===== src/spike_rate_defines.svh =====
`ifndef SPIKE_RATE_DEFINES_SVH
`define SPIKE_RATE_DEFINES_SVH

// number of asynchronous spike inputs
`define SR_NUM_CHANNELS 4

// running count and result width
// counters stop at all ones
`define SR_CNT_WIDTH 16

// apb address width, byte addressed
`define SR_ADDR_WIDTH 8

// window length register width, in fast clock cycles
`define SR_WIN_WIDTH 16

// shortest window accepted
// smaller writes are clamped up to this
`define SR_MIN_WINDOW 8

`endif


===== src/spike_bus_pkg.sv =====
`include "spike_rate_defines.svh"

package spike_bus_pkg;

    // apb request, driven by the bus master
    typedef struct packed {
        logic                      psel;
        logic                      penable;
        logic                      pwrite;
        logic [`SR_ADDR_WIDTH-1:0] paddr;
        logic [31:0]               pwdata;
    } apb_req_t;

    // apb response back to the master
    // pready is tied high, no wait states
    typedef struct packed {
        logic [31:0] prdata;
        logic        pready;
        logic        pslverr;
    } apb_rsp_t;

    // register map, word aligned offsets
    // ctrl bit 0 is enable
    // status bit 0 is done (w1c), bits 15:8 window sequence number
    // result registers start at 0x10, one word per channel
    typedef enum logic [`SR_ADDR_WIDTH-1:0] {
        REG_CTRL    = 8'h00,
        REG_WINDOW  = 8'h04,
        REG_STATUS  = 8'h08,
        REG_RESULT0 = 8'h10
    } reg_addr_e;

endpackage


===== src/spike_count_pkg.sv =====
`include "spike_rate_defines.svh"

package spike_count_pkg;

    // window sequencing states
    typedef enum logic [1:0] {
        WIN_IDLE  = 2'd0,
        WIN_COUNT = 2'd1,
        WIN_LATCH = 2'd2,
        WIN_FLUSH = 2'd3
    } win_state_e;

    // control from the window fsm to timer and counters
    // run   counting window active
    // latch copy running counts to results
    // clear zero running counts, reload timer
    typedef struct packed {
        logic run;
        logic latch;
        logic clear;
    } win_ctrl_t;

    // one result per channel, channel 0 in the low bits
    typedef logic [`SR_NUM_CHANNELS-1:0][`SR_CNT_WIDTH-1:0] count_vec_t;

endpackage


===== src/spike_edge_detect.sv =====
`timescale 1ns/1ps

`include "spike_rate_defines.svh"

module spike_edge_detect (
    input  logic                        reset,
    input  logic                        clk,
    input  logic [`SR_NUM_CHANNELS-1:0] spike,
    output logic [`SR_NUM_CHANNELS-1:0] spike_pulse
);

    // two synchronizer stages per channel
    logic [`SR_NUM_CHANNELS-1:0] sync_q1;
    logic [`SR_NUM_CHANNELS-1:0] sync_q2;

    // previous synchronized level, for rising edge detect
    logic [`SR_NUM_CHANNELS-1:0] level_q;

    always_ff @(posedge reset or negedge clk) begin
        if (!clk) begin
            sync_q1     <= '0;
            sync_q2     <= '0;
            level_q     <= '0;
            spike_pulse <= '0;
        end else begin
            // first stage may go metastable
            sync_q1     <= spike;
            sync_q2     <= sync_q1;
            level_q     <= sync_q2;
            // registered one cycle pulse on each rising level
            // lands 3 clocks after the input rises
            spike_pulse <= sync_q2 & ~level_q;
        end
    end

endmodule


===== src/window_timer.sv =====
`timescale 1ns/1ps

`include "spike_rate_defines.svh"

module window_timer (
    input  logic                      reset,
    input  logic                      clk,
    input  spike_count_pkg::win_ctrl_t ctrl,
    input  logic [`SR_WIN_WIDTH-1:0]  window_len,
    output logic                      tick
);

    // cycles left in the current window minus one
    logic [`SR_WIN_WIDTH-1:0] remain_q;

    // reload value for a window of window_len cycles
    logic [`SR_WIN_WIDTH-1:0] reload_val;

    assign reload_val = window_len - `SR_WIN_WIDTH'(1);

    // end of window
    // suppressed in the clear cycle while the timer restarts
    assign tick = ctrl.run && !ctrl.clear && (remain_q == '0);

    always_ff @(posedge reset or negedge clk) begin
        if (!clk) begin
            remain_q <= '0;
        end else if (ctrl.clear) begin
            // fresh window on start
            remain_q <= reload_val;
        end else if (ctrl.run) begin
            if (remain_q == '0) begin
                // reload on the tick edge so windows run back to back
                remain_q <= reload_val;
            end else begin
                remain_q <= remain_q - `SR_WIN_WIDTH'(1);
            end
        end
        // hold while run is low
    end

endmodule


===== src/window_ctrl_fsm.sv =====
`timescale 1ns/1ps

module window_ctrl_fsm (
    input  logic                       reset,
    input  logic                       clk,
    input  logic                       enable,
    input  logic                       tick,
    output spike_count_pkg::win_ctrl_t ctrl,
    output logic                       window_end
);

    spike_count_pkg::win_state_e state_q;
    spike_count_pkg::win_state_e state_d;

    // next state
    always_comb begin
        state_d = state_q;
        case (state_q)
            spike_count_pkg::WIN_IDLE: begin
                if (enable) begin
                    state_d = spike_count_pkg::WIN_COUNT;
                end
            end
            spike_count_pkg::WIN_COUNT: begin
                // disable wins over a tick, both latch anyway
                if (!enable) begin
                    state_d = spike_count_pkg::WIN_FLUSH;
                end else if (tick) begin
                    state_d = spike_count_pkg::WIN_LATCH;
                end
            end
            // single cycle states
            spike_count_pkg::WIN_LATCH: state_d = spike_count_pkg::WIN_COUNT;
            spike_count_pkg::WIN_FLUSH: state_d = spike_count_pkg::WIN_IDLE;
            default: state_d = spike_count_pkg::WIN_IDLE;
        endcase
    end

    // state and outputs registered from next state
    always_ff @(posedge reset or negedge clk) begin
        if (!clk) begin
            state_q    <= spike_count_pkg::WIN_IDLE;
            ctrl       <= '0;
        end else begin
            state_q    <= state_d;
            // timer keeps running through the latch cycle
            ctrl.run   <= (state_d == spike_count_pkg::WIN_COUNT) ||
                          (state_d == spike_count_pkg::WIN_LATCH);
            ctrl.latch <= (state_d == spike_count_pkg::WIN_LATCH) ||
                          (state_d == spike_count_pkg::WIN_FLUSH);
            // one pulse when leaving idle
            ctrl.clear <= (state_q == spike_count_pkg::WIN_IDLE) &&
                          (state_d == spike_count_pkg::WIN_COUNT);
        end
    end

    // every latch closes a window, periodic or flush
    assign window_end = ctrl.latch;

endmodule


===== src/spike_channel_counter.sv =====
`timescale 1ns/1ps

`include "spike_rate_defines.svh"

module spike_channel_counter (
    input  logic                        reset,
    input  logic                        clk,
    input  spike_count_pkg::win_ctrl_t  ctrl,
    input  logic [`SR_NUM_CHANNELS-1:0] spike_pulse,
    output spike_count_pkg::count_vec_t results
);

    // saturation value of a running count
    localparam logic [`SR_CNT_WIDTH-1:0] CNT_MAX = '1;

    // running counts for the open window
    spike_count_pkg::count_vec_t count_q;

    always_ff @(posedge reset or negedge clk) begin
        if (!clk) begin
            count_q <= '0;
            results <= '0;
        end else begin
            for (int ch = 0; ch < `SR_NUM_CHANNELS; ch++) begin
                if (ctrl.clear) begin
                    // results kept, software may still read them
                    count_q[ch] <= '0;
                end else if (ctrl.latch) begin
                    results[ch] <= count_q[ch];
                    // an edge in the latch cycle opens the new window
                    count_q[ch] <= spike_pulse[ch] ? `SR_CNT_WIDTH'(1) : '0;
                end else if (ctrl.run && spike_pulse[ch]) begin
                    // stop at all ones, no wrap
                    if (count_q[ch] != CNT_MAX) begin
                        count_q[ch] <= count_q[ch] + `SR_CNT_WIDTH'(1);
                    end
                end
            end
        end
    end

endmodule


===== src/spike_apb_regs.sv =====
`timescale 1ns/1ps

`include "spike_rate_defines.svh"

module spike_apb_regs (
    input  logic                        reset,
    input  logic                        clk,
    input  spike_bus_pkg::apb_req_t     req,
    output spike_bus_pkg::apb_rsp_t     rsp,
    input  spike_count_pkg::count_vec_t results,
    input  logic                        window_end,
    output logic                        enable,
    output logic [`SR_WIN_WIDTH-1:0]    window_len,
    output logic                        irq
);

    localparam logic [`SR_WIN_WIDTH-1:0] MIN_WIN = `SR_MIN_WINDOW;

    // sticky window done and window sequence counter
    logic       done_q;
    logic [7:0] seq_q;

    // decode results
    logic        access;
    logic        addr_hit;
    logic        is_result;
    logic        err;
    logic        wr_en;
    logic [31:0] rd_data;

    // value written to the window register
    logic [`SR_WIN_WIDTH-1:0] wr_window;

    // access phase of a transfer
    assign access = req.psel && req.penable;

    // address decode and read mux
    always_comb begin
        addr_hit  = 1'b1;
        is_result = 1'b0;
        rd_data   = '0;
        case (req.paddr)
            spike_bus_pkg::REG_CTRL: begin
                rd_data[0] = enable;
            end
            spike_bus_pkg::REG_WINDOW: begin
                rd_data[`SR_WIN_WIDTH-1:0] = window_len;
            end
            spike_bus_pkg::REG_STATUS: begin
                rd_data[0]    = done_q;
                rd_data[15:8] = seq_q;
            end
            default: begin
                // result block, one word per channel
                addr_hit = 1'b0;
                for (int ch = 0; ch < `SR_NUM_CHANNELS; ch++) begin
                    if (req.paddr == (spike_bus_pkg::REG_RESULT0 +
                                      `SR_ADDR_WIDTH'(4 * ch))) begin
                        addr_hit  = 1'b1;
                        is_result = 1'b1;
                        rd_data[`SR_CNT_WIDTH-1:0] = results[ch];
                    end
                end
            end
        endcase
    end

    // unmapped address, or write to a read only result
    assign err   = access && (!addr_hit || (req.pwrite && is_result));
    assign wr_en = access && req.pwrite && !err;

    // clamp short windows
    assign wr_window = req.pwdata[`SR_WIN_WIDTH-1:0];

    always_ff @(posedge reset or negedge clk) begin
        if (!clk) begin
            enable     <= 1'b0;
            window_len <= MIN_WIN;
            done_q     <= 1'b0;
            seq_q      <= '0;
        end else begin
            if (wr_en) begin
                case (req.paddr)
                    spike_bus_pkg::REG_CTRL: enable <= req.pwdata[0];
                    spike_bus_pkg::REG_WINDOW: begin
                        window_len <= (wr_window < MIN_WIN) ? MIN_WIN : wr_window;
                    end
                    default: ;
                endcase
            end
            // set beats a same cycle w1c
            if (window_end) begin
                done_q <= 1'b1;
                seq_q  <= seq_q + 8'd1;
            end else if (wr_en && req.paddr == spike_bus_pkg::REG_STATUS &&
                         req.pwdata[0]) begin
                done_q <= 1'b0;
            end
        end
    end

    // response valid in the access phase only
    assign rsp.prdata  = access ? rd_data : '0;
    assign rsp.pready  = 1'b1;
    assign rsp.pslverr = err;

    assign irq = done_q;

endmodule


===== src/spike_rate_top.sv =====
`timescale 1ns/1ps

`include "spike_rate_defines.svh"

module spike_rate_top (
    input  logic                        reset,
    input  logic                        clk,
    input  spike_bus_pkg::apb_req_t     apb_req,
    output spike_bus_pkg::apb_rsp_t     apb_rsp,
    input  logic [`SR_NUM_CHANNELS-1:0] spike,
    output logic                        irq
);

    // synchronized edges into the counters
    logic [`SR_NUM_CHANNELS-1:0] spike_pulse;

    // software controls
    logic                     enable;
    logic [`SR_WIN_WIDTH-1:0] window_len;

    // window sequencing
    logic                        tick;
    logic                        window_end;
    spike_count_pkg::win_ctrl_t  win_ctrl;
    spike_count_pkg::count_vec_t results;

    spike_edge_detect u_edge (
        .reset       (reset),
        .clk         (clk),
        .spike       (spike),
        .spike_pulse (spike_pulse)
    );

    window_timer u_timer (
        .reset      (reset),
        .clk        (clk),
        .ctrl       (win_ctrl),
        .window_len (window_len),
        .tick       (tick)
    );

    window_ctrl_fsm u_fsm (
        .reset      (reset),
        .clk        (clk),
        .enable     (enable),
        .tick       (tick),
        .ctrl       (win_ctrl),
        .window_end (window_end)
    );

    spike_channel_counter u_counter (
        .reset       (reset),
        .clk         (clk),
        .ctrl        (win_ctrl),
        .spike_pulse (spike_pulse),
        .results     (results)
    );

    spike_apb_regs u_regs (
        .reset      (reset),
        .clk        (clk),
        .req        (apb_req),
        .rsp        (apb_rsp),
        .results    (results),
        .window_end (window_end),
        .enable     (enable),
        .window_len (window_len),
        .irq        (irq)
    );

endmodule


===== config.mk =====
export PLATFORM = sky130hd
export DESIGN_NAME = spike_rate_top
export DESIGN_NICKNAME = d
export VERILOG_FILES = /design/src/spike_bus_pkg.sv /design/src/spike_count_pkg.sv /design/src/spike_edge_detect.sv /design/src/window_timer.sv /design/src/window_ctrl_fsm.sv /design/src/spike_channel_counter.sv /design/src/spike_apb_regs.sv /design/src/spike_rate_top.sv
export VERILOG_INCLUDE_DIRS = /design/src
export SDC_FILE = /design/constraint.sdc
export NUM_CORES = 1
export LEC_CHECK = 0
export BUFFER_PORTS_ARGS = -buffer_cell sky130_fd_sc_hd__buf_2
export CAP_MARGIN = 10
export CORE_AREA = 4 4 145 147
export DETAILED_ROUTE_END_ITERATION = 6
export DIE_AREA = 0 0 149 151
export PLACE_DENSITY = 0.72
export SKIP_CTS_REPAIR_TIMING = 1
export SYNTH_ARGS = -nofsm -noshare
export SYNTH_HDL_FRONTEND = slang
export SYNTH_SLANG_ARGS = --single-unit
export TNS_END_PERCENT = 10

===== constraint.sdc =====
create_clock -name reset -period 2.4 [get_ports reset]
set_input_delay 0.12 -clock reset [delete_from_list [all_inputs] [get_ports reset]]
set_output_delay 0.12 -clock reset [all_outputs]
set_load 0.01 [all_outputs]

==> flow_summary_export.csv <==
group,metric,value,unit
run_status,status,"finished clean",
placement,hpwl,16100,microns
clock_network,clockBufferDepth,2,
timing,fmax,428.4,MHz
clock_network,cts_max_level,4,
route,dr.pass1.iters,5,
synth,yosysSeqAreaShare,49.07,%
clock_network,cts_root_buf,"clkbuf_16",
synth,synth-simple-area-share,19.44,%
setup_path,crit_type,"in2out",
floorplan,start_util,48.94,%
clock_network,cts_inserted_buffers,17,
pwr,ir_drop,0.4437,mV
route,drt-total-wl,22850,microns
route,vias_per_cell,5.706,
timing,report.final.slew_viol_count,0,
setup_path,critPathArrivalTime,2.21,ns
synth,synth_cells,924,
placement,routabilityCongestion,0.9011,
floorplan,fp.dieW,149,microns
timing,post-route-min-period,2.334,ns
synth,async_flop_share,100.0,%
timing,fin_crit_sh,97.27,%
global_routing,overflow,0,
synth,synth_area,0.009743,sq mm
synth,synthAdderAreaFrac,1.027,%
placement,dp_cells,1229,
synth,synth_flop_cell,"dfrtp_1",
global_routing,grt_pass1_vias,6861,
floorplan,die_area,0.02250,sq mm
global_routing,grt_pass1_wl,36280,microns
global_routing,grt_util_all_layers,20.43,%
route,wl_per_cell,17.77,microns
clock_network,cts_sinks,191,
finish,nFillCells,1708,
timing,hold_violations,0,
finish,layout.cells.non_filler,1286,
setup_path,cp-start-kind,"input pin",
global_routing,grt_max_degree,70,
floorplan,rows,52,
clock_network,clk_latency,0.43,ns
synth,yosys-top-cells-area,"dfrtp_1 49%, mux2_2 7.6%, xnor2_1 6.2%, nor3_1 3.2%, nor2_1 3.2%",
route,ant_nets,0,
synth,synth.most_common_cell,"dfrtp_1",
timing,relSlewSlack,50.60,%
clock_network,clk_pin_slew,0.07,ns
synth,yosys.area.top_type_share,48.80,%
synth,yosys-top-cells-count,"190 x dfrtp_1, 82 x nor2_1, 69 x xnor2_1",
synth,synth_top_family_by_area,"simple AND/OR/NAND/NOR gates",
pwr,finalPower,0.008414,W
timing,worst_pin_slew,0.7314,ns
finish,layout-drive-gt1-share,22.68,%
floorplan,core_area,0.01991,sq mm
setup_path,worstPathMaxFanout,6,
floorplan,ioPinCount,84,
synth,synth.yosys.warnings,0,
route,drt_iter0_markers,553,
synth,synth-compound-area-share,9.670,%
setup_path,critPathCaptureType,"output port",
synth,yosysTopAreaCell,"dfrtp_1",
flow_run,max_cap_viol_count,0,
placement,io_buffers,50,
finish,nNetsFinal,1058,
synth,synth_edf_count,0,
pwr,leakage,4.901,nW
min_path,hold_path.class,"in2async",
pwr,power.density,752.4,mW/mm^2
setup_path,required,2.28,ns
finish,area_growth,14.78,%
synth,synth_seq_cells,191,
timing,skew,0.009955,ns
floorplan,fp.dieH,151,microns
timing,finalSetupViolCount,0,
synth,yosysUniqueCellTypes,71,
clock_network,cts_tree,"built",
synth,syn_avg_cell_area,10.54,sq um
global_routing,antenna_found_initial,3,
synth,synth-xor-area-share,6.652,%
synth,synth.mux.area_fraction,9.914,%
route,drc,0,
route,vias,7338,
-- critical path, stage by stage --
cell	delay, ns
buf_2	0.10
or4_1	0.74
nor4b_4	0.47
buf_4	0.19
a221o_1	0.11
a221oi_1	0.07
nor3_1	0.21
buf_2	0.19
-- cell type report --
class | instances | area [sq um] | area share (%)
antenna | 2 | 5.005 | 0.04475
clock buffer | 18 | 439.2 | 3.927
clock inverter | 14 | 127.6 | 1.141
inverter | 16 | 60.06 | 0.5370
multi-input combinational | 667 | 4623 | 41.34
sequential | 191 | 4781 | 42.75
tap | 270 | 337.8 | 3.021
timing repair buffer | 108 | 809.5 | 7.239
-- where the power goes --
part           leakage [nW]  switching, W  internal, W
Sequential             2.58      0.000363      0.00351
Combinational          2.04       0.00102     0.000820
Clock                 0.279       0.00131      0.00139
-- registers in the layout, indices dropped and copies added, names as in the netlist --
name                count
u_counter.count_q      64
u_counter.results      64
u_edge.level_q          4
u_edge.spike_pulse      4
u_edge.sync_q1          4
u_edge.sync_q2          4
u_fsm.ctrl              2
u_fsm.state_q           2
u_fsm.window_end        1
u_regs.enable           1
u_regs.irq              1
u_regs.seq_q            8
u_regs.window_len      16
u_timer.remain_q       16
-- path summary, 6_finish.rpt --
path	endpoint	slack, ns	start	cells after the start
setup / recovery	apb_rsp[11]	0.07	apb_req[36]	8
hold / removal	u_edge.sync_q1[2]	0.24	clk	2
setup reg to reg	u_timer.remain_q[15]	0.26	u_regs.window_len[7]	5
hold reg to reg	u_edge.sync_q2[1]	0.34	u_edge.sync_q1[1]	0
max in group asynchronous	u_counter.results[35]	1.42	clk	3
min in group reset	u_regs.irq	0.26	apb_req[41]	4
-- logic make-up (layout without fill, tap and decap cells) --
family,after synthesis,in the layout
and+or+nand+nor,351,351
DFF,191,191
AOI/OAI and AO/OA,136,136
muxes,81,81
buffers and inverters,81,156
xor gates and xnor gates,74,74
adders and majority gates,8,8
other,2,19
-- layer usage --
metal	global-route usage, %	wire, microns	vias to the layer above
met3	4.788	1249	44
li1	-	-	3465
met5	0	13	-
met2	32.27	10830	208
met4	7.094	612	2
met1	27.89	10140	3619
-- through the flow --
step                setup slack [ns]  setup TNS [ns]  util [%]  hold slack (ns)  instance area [sq um]
floorplan                     0.4664               0         -          -0.1756                   9799
global placement              0.1473               0     52.16           0.1460                  10390
detailed placement           0.05735               0     52.16           0.1483                  10390
CTS                          0.05725               0     55.01          -0.3137                  10950
global route               -0.003904       -0.003904     56.17           0.2700                  11180
finish                       0.06560               0     56.17           0.2385                  11180
-- placed cells by master, fill, tap and decap left out, types with 13 or more instances in the layout --
cell type / instances
clkbuf_16: 17
nor3_1: 62
nor4_1: 14
mux2_2: 66
inv_1: 16
buf_2: 49
conb_1: 17
nand3_1: 30
o21ai_0: 24
a21oi_1: 37
a221oi_1: 13
buf_4: 32
dlygate4sd3_1: 21
nand4_1: 23
dfrtp_1: 190
nand2_1: 55
nor2_1: 82
xnor2_1: 69
(Power assumes the default switching activity.)
